## config.mk

```make
export PLATFORM = sky130hd
export DESIGN_NAME = addr_decode
export DESIGN_NICKNAME = d
export VERILOG_FILES = /design/src/hdl/main_pkg.sv /design/src/hdl/addr_decode.sv
export SDC_FILE = /design/constraint.sdc
export NUM_CORES = 1
export LEC_CHECK = 0
export BUFFER_PORTS_ARGS = -buffer_cell sky130_fd_sc_hd__buf_2
export CORE_AREA = 2 2 39 41
export DETAILED_ROUTE_END_ITERATION = 8
export DIE_AREA = 0 0 41 43
export GPL_ROUTABILITY_DRIVEN = 0
export PLACE_DENSITY = 0.71
export SLEW_MARGIN = 20
export SYNTH_ARGS = -nofsm -noshare
export SYNTH_HDL_FRONTEND = slang
export SYNTH_SLANG_ARGS = --single-unit
```

## constraint.sdc

```tcl
create_clock -name vclk -period 0.8
set_input_delay 0.04 -clock vclk [all_inputs]
set_output_delay 0.04 -clock vclk [all_outputs]
set_load 0.005 [all_outputs]
```

## src/hdl/main_pkg.sv

```systemverilog
// Main CPU board shared definitions
// Bus request, memory selects, bank register view and cabinet inputs
package main_pkg;

    localparam int ROM_AW = 17; // 128 KB program ROM space

    // Request from the CPU side, held stable while req is high
    typedef struct packed {
        logic [15:0] addr;
        logic        rnw;   // 1 read, 0 write
        logic [7:0]  wdata;
    } cpu_bus_t;

    // One-hot memory selects
    typedef struct packed {
        logic rom;
        logic ram;
        logic gfx1;      // video chip 1
        logic gfx2;      // video chip 2
        logic pal;
        logic in;        // input ports
        logic vbank;     // video ROM bank
        logic bank;      // ROM bank, chip select, priority
        logic snd_latch;
        logic snd_irq;
        logic none;      // unmapped
    } mem_sel_t;

    typedef struct packed {
        logic       spare;
        logic       video_sel; // Which video chip gets the CPU
        logic       prio;
        logic       bank_en;
        logic [3:0] bank;      // Banked ROM page
    } bank_fields_t;

    // Bank register byte, raw or by field
    typedef union packed {
        logic [7:0]   raw;
        bank_fields_t fields;
    } bank_word_u;

    typedef struct packed {
        logic [1:0] start;
        logic [1:0] coin;
        logic [5:0] joy1;
        logic [5:0] joy2;
        logic       service;
        logic [1:0] spare;  // Pad to 19 bits
    } cab_in_t;

    typedef struct packed {
        logic [7:0] dip_a;
        logic [7:0] dip_b;
        logic [3:0] dip_c;
        logic       pause;  // Low holds off the video interrupt
    } dip_t;

endpackage

```

## src/hdl/addr_decode.sv

```systemverilog
// Main CPU memory map
// One-hot selects from the address plus banked ROM address
`timescale 1ns/1ns

module addr_decode (
    input  logic [15:0]                   addr,
    input  logic                          video_sel, // 0 gfx1, 1 gfx2
    input  logic [3:0]                    bank,
    output main_pkg::mem_sel_t            sel,
    output logic [main_pkg::ROM_AW-1:0]   rom_addr
);

    logic       rom_area;
    logic       ram_area;
    logic       io_area;
    logic       vid_area;
    logic       pal_area;

    // Only A15-A9 reach the first decoder, I/O then looks at A[5:2]
    always_comb begin
        rom_area = addr[15] || addr[15:14] == 2'b01;         // 4000-FFFF
        ram_area = addr[15:12] == 4'h1;                      // 1000-1FFF
        io_area  = addr[15:9] == 7'h02 && !addr[5];          // 0400-041F
        vid_area = addr[15:13] == 3'b001 || addr[15:9] == 7'h00;
        pal_area = addr[15:9] == 7'h03;                      // 0600-07FF
    end

    // Priority order ROM, RAM, I/O, video, palette
    always_comb begin
        sel = '0;
        if (rom_area) begin
            sel.rom = 1'b1;
        end else if (ram_area) begin
            sel.ram = 1'b1;
        end else if (io_area) begin
            case (addr[4:2])
                3'b000, 3'b001: sel.in = 1'b1;    // 0400-0407, eight ports
                3'b011: sel.vbank     = 1'b1;     // 040C
                3'b100: sel.bank      = 1'b1;     // 0410
                3'b101: sel.snd_latch = 1'b1;     // 0414
                3'b110: sel.snd_irq   = 1'b1;     // 0418
                default: sel.none     = 1'b1;     // Coin counters, watchdog
            endcase
        end else if (vid_area) begin
            sel.gfx1 = !video_sel;
            sel.gfx2 = video_sel;
        end else if (pal_area) begin
            sel.pal = 1'b1;
        end else begin
            sel.none = 1'b1;
        end
    end

    // 8000-FFFF fixed in the low 32 KB, 4000-7FFF paged in 8 KB steps
    always_comb begin
        if (addr[15]) begin
            rom_addr = {2'b00, addr[14:0]};
        end else begin
            rom_addr = {bank + 4'd4, addr[12:0]}; // Pages start past the fixed area
        end
    end

endmodule

```

==> impl_metrics.json <==
{
  "drtAntennaViolNets": 0,
  "seq_cells": 0,
  "dr.pass1.iters": 2,
  "slew_violations": 0,
  "fin_area_um2": 591,
  "finalHoldWorstSlack_ps": 80.0,
  "start_util_pct": 23.0,
  "crit_required_ps": 760,
  "syn_inst": 48,
  "setup_ws_ps": -173,
  "slew_headroom_pct": 82.8,
  "place_area_um2": 480,
  "ys_seq_area_share_pct": 0,
  "final_util_pct": 42.7,
  "yosysUniqueCellTypes": 18,
  "hold_viol_final": 0,
  "slowest_delay_ps": 400,
  "startpoint_type": "primary input",
  "syn_nets": 69,
  "grt_pass1_wl_um": 1530,
  "syn_area_per_cell_um2": 6.62,
  "drc": 0,
  "rows": 14,
  "worst_slew_pin_slew_ps": 256,
  "whs_path_depth": 0,
  "antenna_found_initial": 0,
  "setup_tns_ps": -801,
  "diodes": 0,
  "slowest_stage": "or3_4",
  "io_buffers": 39,
  "drt-vias-per-instance": 4.33,
  "avgRoutedWirePerCell_um": 10.5,
  "track_usage_pct": 12.0,
  "crit_chain": "buf_6 -> or3_4 -> nor4_2 -> buf_2",
  "setup_viol": 9,
  "die_height_um": 43,
  "period_share_pct": 122,
  "regArea_um2": 0,
  "clock_buffers": 0,
  "max-vdd-ir-drop_uv": 199,
  "die_x_um": 41,
  "maxCapViolCount": 0,
  "area_growth_pct": 85.8,
  "outcome": "finished with violations",
  "grt_pass1_vias": 378,
  "drive_gt1_share_pct": 72.8,
  "design.die.area_mm2": 0.00176,
  "fin_crit_ps": 973,
  "layout.nets": 104,
  "end_kind": "output port",
  "drt_iter0_markers": 2,
  "ys_warn_count": 0,
  "num_vias": 420,
  "io-pin-count": 49,
  "coreArea_mm2": 0.00138,
  "p_leak_nw": 0.319,
  "cp_max_fo": 3,
  "clock.fmax_mhz": 1030,
  "overflow": 0,
  "fin_cells": 97,
  "violations": "setup timing",
  "dp.cells": 96,
  "grt_max_degree": 7,
  "wirelength_um": 1020,
  "min_path_type": "primary input to output port",
  "syn_area_um2": 318,
  "crit_type": "primary input to output port",
  "critPathArrivalTime_ps": 930,
  "dpl.hpwl_um": 795,
  "power_density_mw_per_mm2": 432,
  "holdBufCountCts": 0,
  "rsz0062_at_grt": "true"
}
Yosys cell counts (all sizes together):
library cell	n	area share, %
a21oi	1	2.8
and3	1	2.0
buf	14	33
inv	4	4.7
mux2	2	7.1
nand2	3	4.3
nand2b	2	3.9
nand3	1	1.6
nor2	8	9.4
nor3	3	4.7
nor4	3	7.9
nor4b	1	4.7
o211a	1	3.1
o21ai	1	1.6
or3	1	3.5
xnor2	2	5.5
where the power goes:
group	total (mW)	internal [mW]	switching (mW)
clock	0	0	0
combinational	0.255	0.144	0.111
sequential	0	0	0
metrics by stage:
step | total power, mW | setup slack, ps
6_report | 0.255 | -173
5_1_grt | 0.280 | -223
4_1_cts | 0.247 | -133
3_5_place_dp | 0.199 | -222
3_3_place_gp | 0.196 | -214
2_1_floorplan | 0.114 | 62.9
timing repair:
action,in CTS,in global routing
setup endpoints to repair,10,9
setup buffers,1,0
endpoints found under the hold margin,0,0
pin swaps,11,6
resized for setup,18,4
routing by layer:
metal / up-vias / track usage [%] / part of all wire, %
li1: 214 / - / -
met1: 186 / 11.7 / 32
met2: 18 / 25.6 / 60
met3: 2 / 0 / 7.6
met4: 0 / 0.667 / 0.20
met5: - / 0 / 0
worst max-delay path, delay by kind of cell:
family                 cells  cell delay, ps
and+or+nand+nor            2             630
buffers and inverters      2             250
final cells by class:
class                      instances  area (um2)
tap                               16        20.0
fill                             157         793
inverter                           4        15.0
timing repair buffer              47         305
multi-input combinational         30         250
final timing paths:
check,from,endpoint,slack [ps]
worst max-delay path,addr[15],sel[6],-170
worst min-delay path,addr[6],rom_addr[6],80
logic make-up after synthesis:
group           after synthesis  share of synthesized area, %
simple gates                 23                          42.1
buf+inv                      18                          37.8
compound gates                3                          7.48
xor+xnor                      2                          5.51
mux                           2                          7.09
placed cells by master (no fill, tap or decap), types with 2 or more instances in the layout:
cell type | netlist | routed
buf_2 | 0 | 34
buf_4 | 14 | 5
buf_6 | 0 | 6
buf_8 | 0 | 2
inv_1 | 4 | 4
mux2_2 | 2 | 2
nand2_1 | 2 | 2
nand2b_1 | 2 | 2
nor2_1 | 8 | 8
nor3_2 | 0 | 2
nor4_4 | 0 | 2
xnor2_1 | 2 | 2
(Power assumes the default switching activity.)
