--- src/hdl/main_pkg.sv ---
// Main CPU board shared definitions
// Bus request, memory selects, bank register view and cabinet inputs
package main_pkg;

    localparam int ROM_AW = 17; // 128 KB program ROM space

    // Request from the CPU side, held stable while req is high
    typedef struct packed {
        logic [15:0] addr;
        logic        rnw;   // 1 read, 0 write
        logic [7:0]  wdata;
    } cpu_bus_t;

    // One-hot memory selects
    typedef struct packed {
        logic rom;
        logic ram;
        logic gfx1;      // video chip 1
        logic gfx2;      // video chip 2
        logic pal;
        logic in;        // input ports
        logic vbank;     // video ROM bank
        logic bank;      // ROM bank, chip select, priority
        logic snd_latch;
        logic snd_irq;
        logic none;      // unmapped
    } mem_sel_t;

    typedef struct packed {
        logic       spare;
        logic       video_sel; // Which video chip gets the CPU
        logic       prio;
        logic       bank_en;
        logic [3:0] bank;      // Banked ROM page
    } bank_fields_t;

    // Bank register byte, raw or by field
    typedef union packed {
        logic [7:0]   raw;
        bank_fields_t fields;
    } bank_word_u;

    typedef struct packed {
        logic [1:0] start;
        logic [1:0] coin;
        logic [5:0] joy1;
        logic [5:0] joy2;
        logic       service;
        logic [1:0] spare;  // Pad to 19 bits
    } cab_in_t;

    typedef struct packed {
        logic [7:0] dip_a;
        logic [7:0] dip_b;
        logic [3:0] dip_c;
        logic       pause;  // Low holds off the video interrupt
    } dip_t;

endpackage

--- src/hdl/cab_inputs.sv ---
// Cabinet input ports
// Buttons, joysticks and DIP banks as eight readable bytes
`timescale 1ns/1ns

module cab_inputs (
    input  logic                clk,
    input  logic [2:0]          port_sel,   // A[2:0]
    input  main_pkg::cab_in_t   cab,
    input  main_pkg::dip_t      dip,
    output logic [7:0]          port_q
);

    // Unused bits read high
    always_ff @(posedge clk) begin
        case (port_sel)
            3'd0: port_q <= {3'b111, cab.start, cab.service, cab.coin};
            3'd1: begin
                port_q <= {2'b11, cab.joy1[5:4], cab.joy1[2], cab.joy1[3],
                           cab.joy1[0], cab.joy1[1]};     // Directions swapped in pairs
            end
            3'd2: begin
                port_q <= {2'b11, cab.joy2[5:4], cab.joy2[2], cab.joy2[3],
                           cab.joy2[0], cab.joy2[1]};
            end
            3'd4: port_q <= dip.dip_a;
            3'd5: port_q <= dip.dip_b;
            3'd6: port_q <= {4'hf, dip.dip_c};
            default: port_q <= 8'hff;  // Ports 3 and 7
        endcase
    end

endmodule

--- config.mk ---
export PLATFORM = sky130hd
export DESIGN_NAME = cab_inputs
export DESIGN_NICKNAME = d
export VERILOG_FILES = /design/src/hdl/main_pkg.sv /design/src/hdl/cab_inputs.sv
export SDC_FILE = /design/constraint.sdc
export NUM_CORES = 1
export LEC_CHECK = 0
export CORE_MARGIN = 1
export CORE_UTILIZATION = 42
export CTS_BUF_LIST = sky130_fd_sc_hd__clkbuf_8
export DETAILED_ROUTE_END_ITERATION = 12
export DONT_BUFFER_PORTS = 1
export PLACE_DENSITY = 0.6
export SLEW_MARGIN = 20
export SYNTH_ARGS = -nofsm -noshare
export SYNTH_HDL_FRONTEND = slang
export SYNTH_SLANG_ARGS = --single-unit
--- constraint.sdc ---
create_clock -name clk -period 1.95 [get_ports clk]
set_input_delay 0.0975 -clock clk [delete_from_list [all_inputs] [get_ports clk]]
set_output_delay 0.0975 -clock clk [all_outputs]
set_load 0.01 [all_outputs]
==> impl_results.md <==
* RSZ-0062 raised after global routing: no
* Slowest cell on crit path: dlygate4sd3_1
* Max reg flops at 8
* I/O Buffers at 0
* Final-stage net count at 107
* Sw frac at 19.2%
* Pint at 0.348 mW
* Die Y at 39.9 microns
* Core area at 1320 sq um
* Post-Place Cells at 72
* Clock power frac at 42.6%
* Most frequent cells in the layout: dfxtp_1 (8), nand2_1 (6), mux2i_1 (5)
* Status: finished clean
* Hold Crit Start: dip[19]
* Mapped Area at 604 sq um
* Maximum vdd drop at 0.000178 V
* Switching Power at 0.0827 mW
* CTS root buf: clkbuf_8
* GRT Total Usage at 18.5%
* DP Area at 558 sq um
* Startpoint Class: input pin
* CP max FO at 15
* First-pass GRT wire length at 1.98 mm
* Post-synth cell types at 23
* Largest Register: port_q
* Std cell rows at 13
* Initial antenna violation count at 0
* Final hold vios at 0
* Relative slew slack at 82.7%
* Max-slew violations at 0
* Fmax at 1320 MHz
* Final setup fails at 0
* ANT nets after route at 0
* Cell count after synthesis at 62
* Leak at 0.213 nW
* Combinational fraction of design power at 12.6%
* Post-CTS Hold Fix Bufs at 1
* Area grow syn2layout at 0.828%
* Kind of critical path: input pin to flip-flop
* Detailed Routing Iterations Pass 1 at 4
* CTS max path bufs at 2
* # DRC at 0
* Antenna Cells at 0
* Worst-path clk slew at 0.04 ns
* Largest net degree at the start of global routing at 20
* Final GP Congestion at 0.790
* Yosys top cell area share at 26.5%
* Drt wl/cell at 16.1 microns
* Hold Path Stages at 2
* CP Cell Sequence: dlygate4sd3_1 > nor2b_1 > nand2_1
* Die X at 39.9 microns
* # resized after CTS at 0
* FF/Latch Area at 160 sq um
* Ports at 52
* PnR worst setup slack at 1.19 ns
* Critical path required time at 2.05 ns
* Dpl ws at 1.20 ns
* Seq cells post-synth at 8
* Hold endpoint: port_q[6]$_DFF_P_
* TNS Setup at 0 ns
* Number of fill cells at 135
* Avg Vias per Cell at 6.21
* Worst path arrival time at 0.86 ns
* Largest regs: port_q: 8 flops
* Delay-heaviest family, CP: buffers and inverters
* Most common cell after layout, fill and taps aside: dfxtp_1
* Hold Crit Class: input pin to flip-flop
* Post-CTS Repair Setup Buffers at 0
* H-tree depth at 1
* Crit-path max cell delay at 0.54 ns
* Worst-Margin Slew at 0.258 ns
* Final Cell Area at 609 sq um
* Worst Path Buf+Inv at 1
* Vias after detailed routing at 472
* Largest area contributor in the netlist: dfxtp_1
* Total die area at 1590 sq um
* Synth top area cells: dfxtp_1 (27%), nor4b_2 (9.9%), mux2i_1 (8.3%), buf_6 (7.5%), and2b_4 (6.6%)
* Pwr dens at 707 nW/um^2
* Layout cells sized above 1 at 26.2%
* Sequential element share of the synthesized area at 26.5%
* Synth Area per Inst at 9.75 sq um
* DP HPWL at 938 microns
* Fin crit share at 38.8%
* Crit end category: flip-flop
* Total of max-cap violations at 0
* Multi-input gate area in the final layout at 375 sq um
* Shortest period the worst path allows at 0.756 ns
* CTS Sinks at 8
* Detailed Route WL at 1.23 mm
* Final cell count without fillers at 76
* Starting density of the core at 45.9%
* TritonCTS clock tree: done
* Mapped Nets at 106
* Initial DRC count at 6
* Ys Warns at 0
* Total CTS buffers at 3
* GRT overflow at 0
* Sequential Power Share at 44.8%
* Vias in the first global route at 451
final cells by class:
cell class                      instances  area share (%)
Sequential cell                         8            26.3
Inverter                                1           0.616
Tap cell                               15            3.08
Clock buffer                            3            6.78
Timing Repair Buffer                    1            1.64
Multi-Input combinational cell         48            61.6
synth_stat cells (all sizes together):
cell	instances
a211o	1
a21oi	1
a22oi	4
a31oi	4
and2	1
and2b	4
and3b	1
buf	5
dfxtp	8
inv	1
mux2i	5
nand2	6
nand3	1
nand4	4
nor2b	1
nor3	1
nor3b	4
nor4b	4
o21a	1
o21ai	5
metrics by stage:
stage | util (%) | power, mW | hold WS [ns]
after detailed placement | 42.4 | 0.249 | 0.216
final | 46.2 | 0.431 | 0.00771
after global routing | 46.2 | 0.460 | 0.0162
after global placement | 42.4 | 0.249 | 0.212
after floorplan | - | 0.266 | 0.221
after CTS | 46.2 | 0.437 | 0.00454
logic make-up (layout without fill, tap and decap cells):
family	after synthesis	after routing	synth area share [%]
buffers and inverters	6	5	11.4
multiplexers	5	5	8.28
AND/OR/NAND/NOR	27	27	37.1
AO/OA/AOI/OAI	16	16	16.8
flip-flops	8	8	26.5
routing by layer:
layer | track usage, % | share of wire, %
met5 | 0 | 0
met4 | 7.76 | 1.4
met3 | 5.56 | 8.2
met2 | 29.8 | 47
met1 | 22.6 | 44
worst max-delay path by stage:
stage | from | end | slack (ns) | cells after the start
after floorplan | port_sel[2] | port_q[4]$_DFF_P_ | 1.11 | 5
after global placement | port_sel[2] | port_q[0]$_DFF_P_ | 1.20 | 3
after detailed placement | port_sel[2] | port_q[0]$_DFF_P_ | 1.20 | 3
after CTS | port_sel[1] | port_q[6]$_DFF_P_ | 1.18 | 3
after global routing | port_sel[1] | port_q[6]$_DFF_P_ | 1.12 | 3
final | port_sel[1] | port_q[6]$_DFF_P_ | 1.19 | 3
power groups by stage:
stage	Sequential [mW]	Combinational (mW)	Clock (mW)
2_1_floorplan	0.195	0.0714	0
3_5_place_dp	0.196	0.0529	0
6_report	0.193	0.0544	0.183
5_1_grt	0.196	0.0629	0.201
4_1_cts	0.193	0.0549	0.189
3_3_place_gp	0.196	0.0529	0
No activity file was read; power rests on OpenSTA's default activity.
