### src/hdl/main_pkg.sv
// Main CPU board shared definitions
// Bus request, memory selects, bank register view and cabinet inputs
package main_pkg;

    localparam int ROM_AW = 17; // 128 KB program ROM space

    // Request from the CPU side, held stable while req is high
    typedef struct packed {
        logic [15:0] addr;
        logic        rnw;   // 1 read, 0 write
        logic [7:0]  wdata;
    } cpu_bus_t;

    // One-hot memory selects
    typedef struct packed {
        logic rom;
        logic ram;
        logic gfx1;      // video chip 1
        logic gfx2;      // video chip 2
        logic pal;
        logic in;        // input ports
        logic vbank;     // video ROM bank
        logic bank;      // ROM bank, chip select, priority
        logic snd_latch;
        logic snd_irq;
        logic none;      // unmapped
    } mem_sel_t;

    typedef struct packed {
        logic       spare;
        logic       video_sel; // Which video chip gets the CPU
        logic       prio;
        logic       bank_en;
        logic [3:0] bank;      // Banked ROM page
    } bank_fields_t;

    // Bank register byte, raw or by field
    typedef union packed {
        logic [7:0]   raw;
        bank_fields_t fields;
    } bank_word_u;

    typedef struct packed {
        logic [1:0] start;
        logic [1:0] coin;
        logic [5:0] joy1;
        logic [5:0] joy2;
        logic       service;
        logic [1:0] spare;  // Pad to 19 bits
    } cab_in_t;

    typedef struct packed {
        logic [7:0] dip_a;
        logic [7:0] dip_b;
        logic [3:0] dip_c;
        logic       pause;  // Low holds off the video interrupt
    } dip_t;

endpackage

### src/hdl/bus_seq.sv
// Bus sequencer for the four-phase CPU port
// Latches each request, waits on ROM, picks read data, raises ack
`timescale 1ns/1ns

module bus_seq (
    input  logic                clk,
    input  logic                rst,
    input  logic                req,
    input  main_pkg::cpu_bus_t  bus,
    output logic                ack,
    output logic [7:0]          rd_data,
    input  main_pkg::mem_sel_t  sel,      // Decoded from acc_bus
    output logic                rom_cs,
    input  logic [7:0]          rom_data,
    input  logic                rom_ok,
    input  logic [7:0]          ram_q,
    input  logic [7:0]          port_q,
    input  logic [7:0]          gfx1_dout,
    input  logic [7:0]          gfx2_dout,
    input  logic [7:0]          pal_dout,
    output logic                gfx1_cs,
    output logic                gfx2_cs,
    output logic                pal_cs,
    output logic                wr_stb,
    output main_pkg::cpu_bus_t  acc_bus
);

    localparam logic [2:0] IDLE     = 3'd0;
    localparam logic [2:0] ACCESS   = 3'd1;
    localparam logic [2:0] ROM_WAIT = 3'd2;
    localparam logic [2:0] DONE     = 3'd3;
    localparam logic [2:0] RELEASE  = 3'd4;

    logic [2:0] state;
    logic [7:0] rom_q;   // ROM byte caught on rom_ok
    logic       busy;
    logic       rom_rd;  // Only ROM reads wait on the SDRAM side

    assign busy   = state != IDLE;
    assign rom_rd = sel.rom && acc_bus.rnw;

    always_ff @(posedge clk) begin
        if (rst) begin
            state <= IDLE;
        end else begin
            case (state)
                IDLE:     if (req) state <= ACCESS;
                ACCESS:   state <= (rom_rd && !rom_ok) ? ROM_WAIT : DONE;
                ROM_WAIT: if (rom_ok) state <= DONE;
                DONE:     state <= RELEASE;           // Write lands here
                RELEASE:  if (!req) state <= IDLE;    // Wait for the master
                default:  state <= IDLE;
            endcase
        end
    end

    always_ff @(posedge clk) begin
        if (state == IDLE && req) acc_bus <= bus;
        if (rom_cs && rom_ok) rom_q <= rom_data;
    end

    assign rom_cs  = rom_rd && (state == ACCESS || state == ROM_WAIT);
    assign ack     = state == DONE || state == RELEASE;
    assign wr_stb  = state == DONE && !acc_bus.rnw; // Single cycle
    assign gfx1_cs = busy && sel.gfx1;
    assign gfx2_cs = busy && sel.gfx2;
    assign pal_cs  = busy && sel.pal;

    // Sources hold still while ack is high
    always_comb begin
        case (1'b1)
            sel.rom:  rd_data = rom_q;
            sel.ram:  rd_data = ram_q;   // Registered read, ready by DONE
            sel.in:   rd_data = port_q;
            sel.gfx1: rd_data = gfx1_dout;
            sel.gfx2: rd_data = gfx2_dout;
            sel.pal:  rd_data = pal_dout;
            default:  rd_data = 8'hff;   // Write-only or unmapped
        endcase
    end

endmodule

### config.mk
export PLATFORM = sky130hd
export DESIGN_NAME = bus_seq
export DESIGN_NICKNAME = d
export VERILOG_FILES = /design/src/hdl/main_pkg.sv /design/src/hdl/bus_seq.sv
export SDC_FILE = /design/constraint.sdc
export NUM_CORES = 1
export LEC_CHECK = 0
export BUFFER_PORTS_ARGS = -buffer_cell sky130_fd_sc_hd__buf_2
export CORE_ASPECT_RATIO = 0.5
export CORE_MARGIN = 1
export CORE_UTILIZATION = 41
export CTS_BUF_LIST = sky130_fd_sc_hd__clkbuf_2 sky130_fd_sc_hd__clkbuf_4 sky130_fd_sc_hd__clkbuf_8
export DETAILED_ROUTE_END_ITERATION = 7
export PLACE_DENSITY = 0.82
export SYNTH_ARGS = -nofsm -noshare
export SYNTH_HDL_FRONTEND = slang
export SYNTH_SLANG_ARGS = --single-unit
### constraint.sdc
create_clock -name clk -period 2.16 [get_ports clk]
set_input_delay 0.108 -clock clk [delete_from_list [all_inputs] [get_ports clk]]
set_output_delay 0.108 -clock clk [all_outputs]
set_load 0.005 [all_outputs]
==> metrics.txt <==
status finished clean; Root Driver clkbuf_8; FP Rows 15; Worst-Skew Late Latency 0.28 ns; Pwr Density 656 nW/µm²; Worst setup EP type flop; routed vias/inst 5.09; Inserted Clock Buffers 5; Synth cell types 30; Multi-input gate area 539 µm²; Final TNS setup 0 ns; largest net degree at the start of global routing 26; CP max-delay cell nor3_1; Leak 1.14 nW; drt first pass iters 4; # diodes 0; Synth area leader edfxtp_1; Peak VDD IR 0.567 mV; Final Hold Vio Count 0; number of remaining DRC errors 0; I/O Buffers 121; Area Growth Syn to Fin 60.7%; Startpoint Class flop; Mean Syn Cell Area 12.7 µm²; leading post-synthesis cells by cell area edfxtp_1, nand2b_1, nor2b_1, a221oi_1, o2111ai_1; worst setup path category flop to flop; Hold Crit Class input pin to flop; Initial Utilization 0.454; storage element area 1050 µm²; DRT antenna net count 0; DR WL/cell 15.4 µm; Max-Cap Viols 0; clock slew at reported path FFs 0.07 ns; RSZ-0062 raised after global routing false; hpwl dp 3.28 mm; Final Skew 0.00276 ns; layout cell share with drive strength beyond 1 0.473; worst-margin pin slew 0.608 ns; CTS Buffer Depth 2; critical-path cell list nor3_1, and2_1, buf_4; fin. max-slew vios 0; Rel. slew slack 0.594; Pwr Total 0.00173 W; CTS tree built; die area 4280 µm²; routed wire length 5.08 mm; mapped cell area 1640 µm²; Synth top area share 0.603; Nets 367; fillers 256; Post-Syn Nets 217; CP peak stage delay 0.46 ns; 1st-iter DRT viols 59; fin crit period 1.68 ns; die width 91.6 µm; Num Clock Sinks 36; IO Pins 127; Worst Path Max Fanout 25; setup-violating endpoint count in the final report 0; first-pass GRT wire length 7.25 mm; CP arrival 1.63 ns; critical path data required time 2.11 ns; Die H 46.8 µm; via count 1679; vias in the first global route 1634; Yosys reg bits 36; htree depth 2; post-synthesis cell count 129; GP Congestion 0.820; # Post-CTS Setup Buffers 0; gr ovfl total 0; GRT Total Usage 0.232; Seq/Total Area, Yosys 0.639; antenna violations before repair 0; Max Clk Rate 0.594 GHz; floorplan core area 3620 µm²; period utilization 0.779; Ys Warns 0
## layer usage
| metal | wire (µm) | global-route usage |
|---|---|---|
| met1 | 2000 | 0.254 |
| met2 | 2650 | 0.436 |
| met3 | 302 | 0.0550 |
| met4 | 132 | 0.149 |
| met5 | 0 | 0 |
## cell families (layout without fill, tap and decap cells)
group                     Yosys count  count (layout)  share of synthesized area
xor gates and xnor gates            1               1                    0.00533
DFF                                36              36                      0.639
AOI/OAI and AO/OA                  27              27                      0.131
and+or+nand+nor                    54              54                      0.192
buffers and inverters              11             161                     0.0327
## timing repair
item                      CTS  global route
gates resized for setup     0             0
hold buffers               25             3
hold endpoints to repair   25             3
## through the flow
stage | setup slack (ns) | std cells | instance area (µm²) | util | hold WS (ns)
2_1_floorplan | 0.256 | 129 | 1640 | - | 0.177
3_3_place_gp | 0.581 | 295 | 2290 | 0.631 | 0.285
3_5_place_dp | 0.513 | 295 | 2290 | 0.631 | 0.286
4_1_cts | 0.491 | 327 | 2610 | 0.721 | 0.000349
5_1_grt | 0.395 | 330 | 2640 | 0.730 | -0.00378
6_report | 0.477 | 330 | 2640 | 0.730 | 0.00837
## synth_stat cells, drive strengths merged
| master | count |
|---|---|
| or2b | 2 |
| nor4 | 1 |
| nand4 | 1 |
| a31oi | 1 |
| or4b | 1 |
| xnor2 | 1 |
| nand2b | 14 |
| nand2 | 4 |
| nor2b | 10 |
| nand3 | 1 |
| o221ai | 2 |
| dfxtp | 3 |
| and2 | 2 |
| inv | 3 |
| nor3 | 12 |
| edfxtp | 33 |
| a221oi | 7 |
| o2111ai | 7 |
| nand3b | 1 |
| clkbuf | 3 |
| and3 | 1 |
| a21oi | 1 |
| o21ai | 2 |
| nor2 | 4 |
| o22ai | 7 |
| buf | 5 |
## state kept, by name (all words and copies together) (netlist names)
name / cells
acc_bus: 25
rom_q: 8
state: 3
## critical path: cells and delay by family, from the launching register on
family        cells  cell delay (ns)
buf+inv           1             0.30
flops             1             0.39
simple gates      2             0.66
## report_power, final
group / internal [W] / total (W) / switching, W
Clock: 0.000212 / 0.000423 / 0.000210
Sequential: 0.000866 / 0.000907 / 0.0000410
Combinational: 0.000204 / 0.000403 / 0.000199
Total: 0.00128 / 0.00173 / 0.000450
## area by class of cell
cell class / count / area share
Multi-Input combinational cell: 82 / 0.204
Clock inverter: 2 / 0.00284
Inverter: 3 / 0.00426
Clock buffer: 5 / 0.0260
Sequential cell: 36 / 0.398
Tap cell: 51 / 0.0241
Timing Repair Buffer: 151 / 0.341
## placed cells by master (no fill, tap or decap)
master	Yosys	final
buf_2	4	121
edfxtp_1	33	33
dlygate4sd3_1	0	28
nand2b_1	14	14
nor3_1	12	12
nor2b_1	10	10
a221oi_1	7	7
o2111ai_1	7	7
o22ai_1	7	7
clkbuf_8	0	5
nand2_1	4	4
inv_1	3	3
nor2_1	3	3
dfxtp_1	3	3
and2_1	2	2
or2b_1	2	2
clkinv_1	0	2
buf_4	0	2
a31oi_1	1	1
nor2_2	1	1
o221ai_1	1	1
or4b_4	1	1
o21ai_2	1	1
o221ai_2	1	1
xnor2_1	1	1
nor4_1	1	1
nand3b_1	1	1
nand4_1	1	1
o21ai_0	1	1
and3_1	1	1
nand3_1	1	1
a21oi_1	1	1
## path summary, 6_finish.rpt
kind,slack (ns),depth (start not counted),to,startpoint
setup / recovery,0.48,3,acc_bus[10],state[2]
hold / removal,0.008,1,acc_bus[14],bus[14]
setup reg to reg,0.48,3,acc_bus[10],state[2]
hold reg to reg,0.61,2,state[2],state[2]
Power figures use the tool's default switching activity.
