--- config.mk ---
export PLATFORM = sky130hd
export DESIGN_NAME = board_regs
export DESIGN_NICKNAME = d
export VERILOG_FILES = /design/src/hdl/main_pkg.sv /design/src/hdl/board_regs.sv
export SDC_FILE = /design/constraint.sdc
export NUM_CORES = 1
export LEC_CHECK = 0
export ABC_CLOCK_PERIOD_IN_PS = 1100
export BUFFER_PORTS_ARGS = -buffer_cell sky130_fd_sc_hd__clkbuf_2
export CORE_UTILIZATION = 43
export CTS_BUF_LIST = sky130_fd_sc_hd__clkbuf_4
export CTS_CLUSTER_SIZE = 24
export DETAILED_ROUTE_END_ITERATION = 10
export GPL_TIMING_DRIVEN = 0
export PLACE_DENSITY_LB_ADDON = 0.3
export SYNTH_ARGS = -nofsm -noshare
export SYNTH_HDL_FRONTEND = slang
export SYNTH_SLANG_ARGS = --single-unit
--- constraint.sdc ---
create_clock -name clk -period 1.1 [get_ports clk]
set_input_delay 0 -clock clk [delete_from_list [all_inputs] [get_ports clk]]
set_output_delay 0 -clock clk [all_outputs]
set_load 0.05 [all_outputs]
--- src/hdl/main_pkg.sv ---
// Main CPU board shared definitions
// Bus request, memory selects, bank register view and cabinet inputs
package main_pkg;

    localparam int ROM_AW = 17; // 128 KB program ROM space

    // Request from the CPU side, held stable while req is high
    typedef struct packed {
        logic [15:0] addr;
        logic        rnw;   // 1 read, 0 write
        logic [7:0]  wdata;
    } cpu_bus_t;

    // One-hot memory selects
    typedef struct packed {
        logic rom;
        logic ram;
        logic gfx1;      // video chip 1
        logic gfx2;      // video chip 2
        logic pal;
        logic in;        // input ports
        logic vbank;     // video ROM bank
        logic bank;      // ROM bank, chip select, priority
        logic snd_latch;
        logic snd_irq;
        logic none;      // unmapped
    } mem_sel_t;

    typedef struct packed {
        logic       spare;
        logic       video_sel; // Which video chip gets the CPU
        logic       prio;
        logic       bank_en;
        logic [3:0] bank;      // Banked ROM page
    } bank_fields_t;

    // Bank register byte, raw or by field
    typedef union packed {
        logic [7:0]   raw;
        bank_fields_t fields;
    } bank_word_u;

    typedef struct packed {
        logic [1:0] start;
        logic [1:0] coin;
        logic [5:0] joy1;
        logic [5:0] joy2;
        logic       service;
        logic [1:0] spare;  // Pad to 19 bits
    } cab_in_t;

    typedef struct packed {
        logic [7:0] dip_a;
        logic [7:0] dip_b;
        logic [3:0] dip_c;
        logic       pause;  // Low holds off the video interrupt
    } dip_t;

endpackage

--- src/hdl/board_regs.sv ---
// Board registers
// ROM bank, video bank, sound latch and the video interrupt latch
`timescale 1ns/1ns

module board_regs (
    input  logic               clk,
    input  logic               rst,
    input  logic               wr_stb,
    input  main_pkg::mem_sel_t sel,
    input  logic [7:0]         wdata,
    output logic               video_sel,
    output logic               prio,
    output logic [3:0]         bank,
    output logic [7:0]         video_bank,
    output logic [7:0]         snd_latch,
    output logic               snd_irq,
    input  logic               gfx_irqn,
    input  logic               pause,
    input  logic               irq_ack,
    output logic               irq_n
);
    import main_pkg::*;

    bank_word_u bank_reg;   // Register at 0410
    logic       irq_trig;
    logic       irq_trig_l; // Previous trigger for edge detect

    always_ff @(posedge clk) begin
        if (rst) begin
            bank_reg.raw <= 8'd0;
            video_bank   <= 8'd0;
            snd_latch    <= 8'd0;
            snd_irq      <= 1'b0;
        end else begin
            snd_irq <= wr_stb && sel.snd_irq; // One pulse per write
            if (wr_stb && sel.bank) bank_reg.raw <= wdata;
            if (wr_stb && sel.vbank) video_bank <= wdata;
            if (wr_stb && sel.snd_latch) snd_latch <= wdata;
        end
    end

    assign video_sel = bank_reg.fields.video_sel;
    assign prio      = bank_reg.fields.prio;
    assign bank      = bank_reg.fields.bank;

    // Pause low masks the video interrupt
    assign irq_trig = !gfx_irqn && pause;

    always_ff @(posedge clk) begin
        if (rst) begin
            irq_trig_l <= 1'b0;
            irq_n      <= 1'b1;
        end else begin
            irq_trig_l <= irq_trig;
            if (irq_ack) begin
                irq_n <= 1'b1;                 // Ack wins over a new edge
            end else if (irq_trig && !irq_trig_l) begin
                irq_n <= 1'b0;
            end
        end
    end

endmodule

==> results of run 1 <==
-- synth_stat cells --
| master | count | area, sq um |
|---|---|---|
| a211o_1 | 1 | 8.760 |
| a21oi_1 | 22 | 110.1 |
| clkbuf_1 | 2 | 7.510 |
| nor3b_1 | 1 | 7.510 |
| nand3_1 | 22 | 110.1 |
| dfxtp_1 | 25 | 500.5 |
| a21bo_2 | 22 | 220.2 |
| buf_6 | 4 | 45.04 |
| buf_2 | 4 | 20.02 |
| nor2_1 | 1 | 3.750 |
| buf_4 | 1 | 7.510 |
| clkbuf_2 | 2 | 10.01 |
| or3b_1 | 1 | 8.760 |
| nand2_1 | 1 | 3.750 |
-- kinds of logic after synthesis --
family / synth area share
AOI/OAI and AO/OA: 0.3188
and+or+nand+nor: 0.1259
DFF: 0.4706
buffers and inverters: 0.08471
-- final timing paths --
| kind | start | endpoint | slack (ns) | cells after the start |
|---|---|---|---|---|
| worst min-delay path | sel[4] | video_bank[2] | 0.08 | 3 |
| worst max register to register | irq_trig_l | irq_n | 0.02 | 2 |
| worst max-delay path | irq_trig_l | irq_n | 0.02 | 2 |
| worst min register to register | irq_n | irq_n | 0.51 | 1 |
-- layer usage --
layer  vias up  global-route usage  part of all wire
li1        500                   -                 -
met4         0             0.09459             0.021
met2        30              0.3203              0.48
met5         -                   0                 0
met3         6             0.02924             0.044
met1       458              0.2391              0.46
-- timing repair --
action                                  4_1_cts  5_1_grt
resized for setup                             0        0
hold buffers                                 14        0
endpoints found under the hold margin        25        0
setup buffers                                 0        0
endpoints found under the setup margin        0        0
-- through the flow --
stage,cells,hold WS [ns]
final,192,0.07706
after global routing,192,0.08023
after CTS,192,0.08211
after detailed placement,174,0.1815
after global placement,174,0.1769
after floorplan,109,0.07580
-- layout by cell type (no fill, tap or decap), drive strengths merged --
| cell type | Yosys | layout |
|---|---|---|
| a21bo | 22 | 22 |
| or3b | 1 | 1 |
| a211o | 1 | 1 |
| nor2 | 1 | 1 |
| dlygate4sd3 | 0 | 14 |
| nand2 | 1 | 1 |
| a21oi | 22 | 22 |
| nand3 | 22 | 22 |
| clkbuf | 4 | 45 |
| dfxtp | 25 | 25 |
| nor3b | 1 | 1 |
| buf | 9 | 9 |
-- tightest hold or removal path, stage by stage --
cell and delay (ns):
clkbuf_2 0.16, a21bo_2 0.14, a21oi_1 0.05
-- power by group --
group          internal, mW  total, mW  switching (mW)  leakage [nW]
clock                 0.166      0.430           0.263        0.0184
combinational         0.156      0.420           0.264         0.423
sequential            0.946      0.963          0.0168         0.205
-- area by class of cell --
| class | count | area, sq um | area share |
|---|---|---|---|
| Timing Repair Buffer | 51 | 325.3 | 0.2238 |
| Sequential cell | 25 | 500.5 | 0.3442 |
| Tap cell | 28 | 35.03 | 0.02410 |
| Clock buffer | 4 | 30.03 | 0.02065 |
| Buffer | 13 | 90.09 | 0.06196 |
| Multi-Input combinational cell | 71 | 473.0 | 0.3253 |
==> Implementation_results.wiki, run 1 <==
{| class="wikitable"
! Metric !! Value
|-
| Status || complete, no violations
|-
| H-Tree Level Count || 1
|-
| Type of the setup path with the least slack || reg2reg
|-
| Max transition margin || 0.7226
|-
| CTS Buf Count || 3
|-
| Final routed wire length divided by cell count || 12.59 um
|-
| Y dimension of the die || 51.73 um
|-
| Post-synthesis cell type count || 14
|-
| Mean instance size in the synthesized netlist || 9.757 sq um
|-
| PD cells || 1247 nW/um^2
|-
| Share of synthesized area occupied by flip-flops and latches || 0.4706
|-
| TritonCTS clock tree || done
|-
| Overall power of the completed layout || 1.812 mW
|-
| Final critical-path setup slack || 0.02491 ns
|-
| Area Growth Syn to Fin || 36.71%
|-
| Max IR drop VDD || 892.1 uV
|-
| Number of synthesis warnings || 0
|-
| Starting Density || 0.4673
|-
| Post-synthesis cell count || 109
|-
| Drc violations || 0
|-
| Detail-routed via count per cell || 5.177
|-
| Largest stage delay on the critical path || 0.37 ns
|-
| Finish-stage setup viols || 0
|-
| Die width || 51.73 um
|-
| Overall global routing resource usage || 0.1920
|-
| Setup slack at placement || 0.03308 ns
|-
| Proportion of layout cells with a drive suffix above 1 || 0.4512
|-
| Antenna violations before repair || 0
|-
| Setup repair after global routing missed its margin || false
|-
| Crit path cell chain || or3b_1 -> a211o_1
|-
| Global route total overflow || 0
|-
| DRT Pass-1 Iters || 4
|-
| Number of global-route vias before repair || 883
|-
| Rows || 17
|-
| Setup Total Neg Slack || 0 ns
|-
| Netlist area before placement || 1064 sq um
|-
| Count of final max-slew check failures || 0
|-
| Setup clock skew after layout || 0.0001056 ns
|-
| Number of buffers inserted by port buffering || 37
|-
| HPWL reported at the end of detailed placement || 1770 um
|-
| Global-route wire length before repair || 3774 um
|-
| Final layout net count || 190
|-
| Final cell area excluding filler cells || 1454 sq um
|-
| Class of the tightest hold or removal check || in2reg
|-
| Placeable core area || 2276 sq um
|-
| Clock tree root buffer cell || clkbuf_4
|-
| Type of destination of the critical path || flip-flop
|-
| Clock-pin slew of the registers on the worst-case setup and hold paths || 0.13 ns
|-
| Clock Sink Count || 25
|-
| I/O pins || 49
|-
| Number of buffers on the longest clock path || 2
|-
| Maximum number of pins on one net before global-route repair || 14
|-
| Initial drt markers || 9
|-
| Post-route antenna net violation count || 0
|-
| Core occupancy in the finished layout || 0.6388
|-
| Data required, critical path || 1.32 ns
|-
| Wirelength, routed || 2418 um
|-
| Synthesized netlist net count || 134
|-
| Via Count || 994
|-
| Area after detailed placement || 1284 sq um
|-
| GP Congestion || 0.7595
|-
| Total count of hold-check failures in the final report || 0
|-
| Kind of start point of the critical path || flip-flop
|-
| Number of filler cells placed in the layout || 179
|-
| Ant diodes || 0
|-
| Highest net fanout along the worst path || 1
|-
| Family of cells with the greatest summed delay on the critical path || simple AND/OR/NAND/NOR gates
|-
| Critical-path cell with the highest stage delay || or3b_1
|-
| Clock latency at the later pin of the worst-skew pair || 0.31 ns
|-
| Worst Path Arrival || 1.29 ns
|-
| Number of flip-flops and latches in the synthesized netlist || 25
|-
| Die outline area || 2676 sq um
|-
| Leakage || 0.6455 nW
|-
| Fin crit share || 0.9774
|-
| Tightest Pin Transition || 0.4161 ns
|-
| WP buf/inv || 0
|-
| Maximum clock rate || 930.2 MHz
|-
| Time the worst path needs with I/O delays and setup || 1.075 ns
|-
| Total of max-cap violations || 0
|}
Power figures use the tool's default switching activity.
==> inputs of run 2 (changes only) <==
--- a/config.mk
+++ b/config.mk
@@ -5,9 +5,10 @@
 export SDC_FILE = /design/constraint.sdc
 export NUM_CORES = 1
 export LEC_CHECK = 0
+export ABC_AREA = 1
 export ABC_CLOCK_PERIOD_IN_PS = 1100
 export BUFFER_PORTS_ARGS = -buffer_cell sky130_fd_sc_hd__clkbuf_2
-export CORE_UTILIZATION = 43
+export CORE_UTILIZATION = 42
 export CTS_BUF_LIST = sky130_fd_sc_hd__clkbuf_4
 export CTS_CLUSTER_SIZE = 24
 export DETAILED_ROUTE_END_ITERATION = 10
==> run 2 against run 1 <==
Against the previous run: critical path depth grew 3; register-to-register slack gained 0.41 ns; largest cell class unchanged; cell area shrank 2.8%; global-route usage grew 0.75 points; clock-buffer cell count is the same; worst hold slack lost 0.027 ns.
==> Implementation_results.wiki, run 2 <==
{| class="wikitable"
! Metric !! Value
|-
| CTS Buf Count || 3
|-
| Post-synthesis cell type count || 8
|-
| Setup slack at placement || 0.2939 ns
|-
| Maximum number of pins on one net before global-route repair || 14
|-
| Yosys top cell by area || dfxtp_1
|-
| I/O pins || 49
|-
| Die width || 50.85 um
|-
| Overall global routing resource usage || 0.1995
|-
| Crit path cell chain || dlygate4sd3_1 -> clkbuf_2 -> nand2_1 -> dlygate4sd3_1 -> nor2_1
|-
| Most used flip-flop cell after synthesis || dfxtp_1
|-
| Setup repair after global routing missed its margin || false
|-
| Y dimension of the die || 50.85 um
|-
| Max IR drop VDD || 687.9 uV
|-
| Clock latency at the later pin of the worst-skew pair || 0.30 ns
|-
| Detail-routed via count per cell || 4.349
|-
| Final routed wire length divided by cell count || 9.813 um
|-
| Fraction of registers with async set/reset || 0
|-
| Largest stage delay on the critical path || 0.54 ns
|-
| Highest net fanout along the worst path || 1
|-
| Via Count || 1048
|-
| Post-synthesis cell count || 154
|-
| Worst Path Arrival || 1.25 ns
|-
| Setup Total Neg Slack || 0 ns
|-
| Top library cells by usage in the layout, fill and taps aside || nand2_1, nor2_1, clkbuf_2, inv_1, dfxtp_1
|-
| Total of max-cap violations || 0
|-
| Type of destination of the critical path || flip-flop
|-
| Critical-path cell with the highest stage delay || dlygate4sd3_1
|-
| Number of flip-flops and latches in the synthesized netlist || 25
|-
| Clock-pin slew of the registers on the worst-case setup and hold paths || 0.12 ns
|-
| Synthesized netlist net count || 179
|-
| Most area-consuming cells after synthesis || dfxtp_1, nand2_1, nor2_1
|-
| Number of buffers inserted by post-CTS setup repair || 0
|-
| Total count of hold-check failures in the final report || 0
|-
| Drc violations || 0
|-
| Global route total overflow || 0
|-
| Number of global-route vias before repair || 1002
|-
| Count of final max-slew check failures || 0
|-
| Filler-free cell count of the finished design || 241
|-
| Starting Density || 0.4487
|-
| FF-to-FF End || snd_latch[2]
|-
| Depth of the most critical reg-to-reg path || 4
|-
| Rows || 17
|-
| Most common cell after layout, fill and taps aside || nand2_1
|-
| HPWL reported at the end of detailed placement || 1627 um
|-
| Clock Sink Count || 25
|-
| Setup slack on the worst flop-to-flop path || 0.43 ns
|-
| Placeable core area || 2233 sq um
|-
| Mean instance size in the synthesized netlist || 6.508 sq um
|-
| H-Tree Level Count || 1
|-
| Top routing layer used || met4
|-
| Number of flops mapped to enable cells by yosys || 0
|-
| Wirelength, routed || 2365 um
|-
| Finish-stage setup viols || 0
|-
| Share of synthesized area occupied by flip-flops and latches || 0.4994
|-
| Number of synthesis warnings || 0
|-
| Final layout net count || 239
|-
| Data required, critical path || 1.32 ns
|-
| Antenna violations before repair || 0
|-
| Area share of the largest cell type after synthesis || 0.4994
|-
| Global-route wire length before repair || 3843 um
|-
| Resized cells post-CTS || 0
|-
| Number of buffers on the longest clock path || 2
|-
| Maximum clock rate || 969.3 MHz
|-
| Post-route antenna net violation count || 0
|-
| Area after detailed placement || 1242 sq um
|-
| Startpoint of the worst setup timing path || sel[1]
|-
| Placed cell count || 223
|-
| Type of the setup path with the least slack || in2reg
|-
| Worst R2R Start || snd_latch[2]
|-
| Max transition margin || 0.8127
|-
| Fin crit share || 0.9379
|-
| Clock tree root buffer cell || clkbuf_4
|-
| Final cell area excluding filler cells || 1413 sq um
|-
| Most used cell along the critical path || dlygate4sd3_1
|-
| TritonCTS clock tree || done
|-
| DRT Pass-1 Iters || 4
|-
| Time the worst path needs with I/O delays and setup || 1.032 ns
|-
| Final critical-path setup slack || 0.06832 ns
|-
| Initial drt markers || 10
|-
| CP Capture Point || snd_irq
|-
| Met3 WL || 100 um
|-
| Kind of start point of the critical path || input port
|-
| Most used standard cells in the synthesized netlist || nand2_1, nor2_1, dfxtp_1, inv_1, buf_4
|-
| PD cells || 1354 nW/um^2
|-
| Setup clock skew after layout || 0.00006756 ns
|-
| GP Congestion || 0.7286
|-
| Final hold slack || 0.05005 ns
|-
| Routed wire length on met2 || 1205 um
|-
| Status || complete, no violations
|-
| Ant diodes || 0
|-
| Area Growth Syn to Fin || 40.95%
|-
| Tightest Pin Transition || 0.2821 ns
|-
| Leakage || 0.8235 nW
|-
| Class of the tightest hold or removal check || in2reg
|-
| Number of buffers inserted by port buffering || 41
|-
| Count leader, synth || nand2_1
|-
| Die outline area || 2586 sq um
|-
| Netlist area before placement || 1002 sq um
|-
| Proportion of layout cells with a drive suffix above 1 || 0.2347
|-
| Routed metal-1 wire length || 1018 um
|}
run 2: cell count changes in the layout (fill, tap and decap cells not counted), sizes merged, moves of 5 or more:
cell | previous run | this run
a21oi | 22 | 0
inv | 0 | 25
buf | 9 | 4
nand2 | 1 | 51
nor2 | 1 | 47
a21bo | 22 | 0
nand3 | 22 | 1
run 2: kinds of logic (layout without fill, tap and decap cells):
family / Yosys count / in the layout / share of synthesized area
simple gates: 99 / 99 / 0.3720
flops: 25 / 25 / 0.4994
buf+inv: 30 / 89 / 0.1286
run 2: cell type report:
cell class / instances / area [sq um]
Inverter: 25 / 93.84
Tap cell: 28 / 35.03
Multi-Input combinational cell: 99 / 372.9
Clock buffer: 4 / 30.03
Buffer: 5 / 35.03
Sequential cell: 25 / 500.5
Timing Repair Buffer: 55 / 345.3
Fill cell: 214 / 820.8
run 2: per-stage QoR:
step,total power [mW],utilization
CTS,1.937,0.6370
global route,2.011,0.6325
global placement,1.459,0.5563
detailed placement,1.472,0.5563
finish,1.913,0.6325
floorplan,1.347,-
run 2: worst min path at each step:
stage,start,to,slack [ns],cells after the start
2_1_floorplan,rst,snd_irq,0.07,1
3_3_place_gp,irq_ack,irq_n,0.19,3
3_5_place_dp,irq_ack,irq_n,0.19,3
4_1_cts,sel[3],bank_reg[6],0.04,5
5_1_grt,sel[3],bank_reg[6],0.06,5
6_report,sel[3],bank_reg[6],0.05,5
run 2: layer usage:
metal | GRT usage | up-vias
met1 | 0.1981 | 454
li1 | - | 554
met4 | 0.08333 | 0
met5 | 0 | -
met2 | 0.4022 | 35
met3 | 0.02976 | 5
run 2: what timing repair did:
action	CTS	global route
endpoints found under the setup margin	0	1
hold buffers	15	0
hold endpoints to repair	25	0
run 2: critical path: cells and delay by family:
family / cells / cell delay, ns
buf+inv: 3 / 1.17
simple gates: 2 / 0.08
run 2: where the power goes:
part	switching [mW]	internal [mW]
clock network	0.255	0.166
logic	0.348	0.150
registers	0.0288	0.964
total	0.632	1.28
==> inputs of run 3 (changes only) <==
==> constraint.sdc (replaced) <==
create_clock -name clk -period 1.1 [get_ports clk]
set_input_delay 0.11 -clock clk [delete_from_list [all_inputs] [get_ports clk]]
set_output_delay 0.11 -clock clk [all_outputs]
set_load 0.05 [all_outputs]
==> run 3 against run 2 <==
Against the previous run: register-to-register slack is essentially flat; total power decreased by 1.4%; clock skew about the same; clock-buffer cell count stayed put; critical endpoint is now snd_latch[6]; routed wire length fell by 7.0%; first-iteration DRC count decreased by 20%; final cell count is 4.1% lower; clock power about the same; worst hold slack got worse by 0.023 ns; fmax shrank 3.1%; core utilization is 4.4 points lower; combinational power is 5.4% lower.
==> Implementation_results.wiki, run 3 (synthesis gave the netlist of run 2 again) <==
{| class="wikitable"
! Metric !! Value
|-
| Proportion of total power due to net switching || 0.3319
|-
| Number of filler cells placed in the layout || 225
|-
| Setup repair after global routing missed its margin || false
|-
| Kind of start point of the critical path || flip-flop
|-
| Wirelength, routed || 2199 um
|-
| Die outline area || 2586 sq um
|-
| Highest net fanout along the worst path || 2
|-
| Pint || 1.260 mW
|-
| Leakage || 0.7883 nW
|-
| Rows || 17
|-
| HP Start || gfx_irqn
|-
| Max transition margin || 0.8123
|-
| Time the worst path needs with I/O delays and setup || 1.064 ns
|-
| Crit path cell chain || clkbuf_2
|-
| Worst R2R Start || snd_latch[2]
|-
| Sw Pwr || 0.6256 mW
|-
| Max IR drop VDD || 676.7 uV
|-
| Final critical-path setup slack || 0.03567 ns
|-
| Finish-stage setup viols || 0
|-
| Setup slack at placement || 0.1839 ns
|-
| Core occupancy in the finished layout || 0.5888
|-
| Critical-path cell with the highest stage delay || dfxtp_1
|-
| Top library cells by usage in the layout, fill and taps aside || nand2_1, nor2_1, clkbuf_2, inv_1, dfxtp_1
|-
| Via Count || 995
|-
| DRT Pass-1 Iters || 4
|-
| Area taken by multi-input logic gates || 372.9 sq um
|-
| Clock tree root buffer cell || clkbuf_4
|-
| Area after detailed placement || 1242 sq um
|-
| Class of the tightest hold or removal check || in2reg
|-
| Type of destination of the critical path || output pin
|-
| Setup clock skew after layout || 0.00006750 ns
|-
| Number of buffers inserted by post-CTS setup repair || 0
|-
| Drc violations || 0
|-
| WP buf/inv || 1
|-
| Final hold slack || 0.02740 ns
|-
| Setup Total Neg Slack || 0 ns
|-
| Post-route antenna net violation count || 0
|-
| Clock latency at the later pin of the worst-skew pair || 0.30 ns
|-
| TritonCTS clock tree || done
|-
| Clock Sink Count || 25
|-
| Data required, critical path || 0.99 ns
|-
| Clock-pin slew of the registers on the worst-case setup and hold paths || 0.13 ns
|-
| Largest stage delay on the critical path || 0.36 ns
|-
| H-Tree Level Count || 1
|-
| Type of the setup path with the least slack || reg2out
|-
| Fraction of power consumed by sequential logic || 0.526
|-
| Antenna violations before repair || 0
|-
| Y dimension of the die || 50.85 um
|-
| Count of final max-slew check failures || 0
|-
| Starting Density || 0.4487
|-
| Global route total overflow || 0
|-
| Most common cell after layout, fill and taps aside || nand2_1
|-
| Global-route wire length before repair || 3498 um
|-
| Maximum number of pins on one net before global-route repair || 14
|-
| PD cells || 1434 nW/um^2
|-
| Placed cell count || 223
|-
| Startpoint of the worst setup timing path || snd_latch[6]
|-
| Fin crit share || 0.9676
|-
| Tightest Pin Transition || 0.2828 ns
|-
| Number of buffers inserted by port buffering || 41
|-
| Ant diodes || 0
|-
| Total of max-cap violations || 0
|-
| Register cell area after layout || 500.5 sq um
|-
| HPWL reported at the end of detailed placement || 1627 um
|-
| Final cell area excluding filler cells || 1315 sq um
|-
| Detail-routed via count per cell || 4.307
|-
| CTS Buf Count || 3
|-
| Family of cells with the greatest summed delay on the critical path || flip-flops
|-
| Die width || 50.85 um
|-
| Clk network pwr share || 0.224
|-
| Number of global-route vias before repair || 877
|-
| Overall global routing resource usage || 0.1830
|-
| Number of buffers on the longest clock path || 2
|-
| Area Growth Syn to Fin || 31.21%
|-
| Placeable core area || 2233 sq um
|-
| Worst Path Arrival || 0.95 ns
|-
| Overall power of the completed layout || 1.885 mW
|-
| Total count of hold-check failures in the final report || 0
|-
| Maximum clock rate || 939.6 MHz
|-
| Filler-free cell count of the finished design || 231
|-
| Status || complete, no violations
|-
| Proportion of layout cells with a drive suffix above 1 || 0.2463
|-
| GP Congestion || 0.7286
|-
| Final routed wire length divided by cell count || 9.519 um
|-
| Combinational cell fraction of total power || 0.250
|-
| Initial drt markers || 8
|-
| I/O pins || 49
|-
| Final layout net count || 229
|}
[run 3: what timing repair did]
action,CTS,global route
endpoints found under the setup margin,0,9
gates resized for setup,0,10
endpoints found under the hold margin,3,0
hold buffers,4,0
[run 3: power groups by stage]
stage / Combinational (mW) / Clock (mW) / Sequential (mW)
floorplan: 0.138 / 0 / 1.21
global placement: 0.449 / 0 / 1.01
detailed placement: 0.459 / 0 / 1.01
CTS: 0.471 / 0.443 / 0.993
global route: 0.511 / 0.472 / 0.998
finish: 0.471 / 0.422 / 0.992
[run 3: layout make-up]
cell class              count  area share
plain buffers               5     0.02664
clock buffers               4     0.02284
inverters                  25     0.07136
multi-input cells          99      0.2835
flip-flops and latches     25      0.3806
well taps                  28     0.02664
repair buffers             45      0.1884
[run 3: worst paths after layout]
kind                  endpoint  slack [ns]  cells past startpoint
setup / recovery  snd_latch[6]        0.04                      1
hold / removal      irq_trig_l        0.03                      4
setup reg to reg  snd_latch[2]        0.43                      4
hold reg to reg          irq_n        0.46                      2
[run 3: routing by layer]
metal / wire length [um] / vias up / GRT usage / share of wire
li1: - / 534 / - / -
met1: 973 / 421 / 0.1944 / 0.44
met2: 1071 / 35 / 0.3489 / 0.49
met3: 113 / 5 / 0.02976 / 0.051
met4: 40 / 0 / 0.08333 / 0.018
met5: 0 / - / 0 / 0
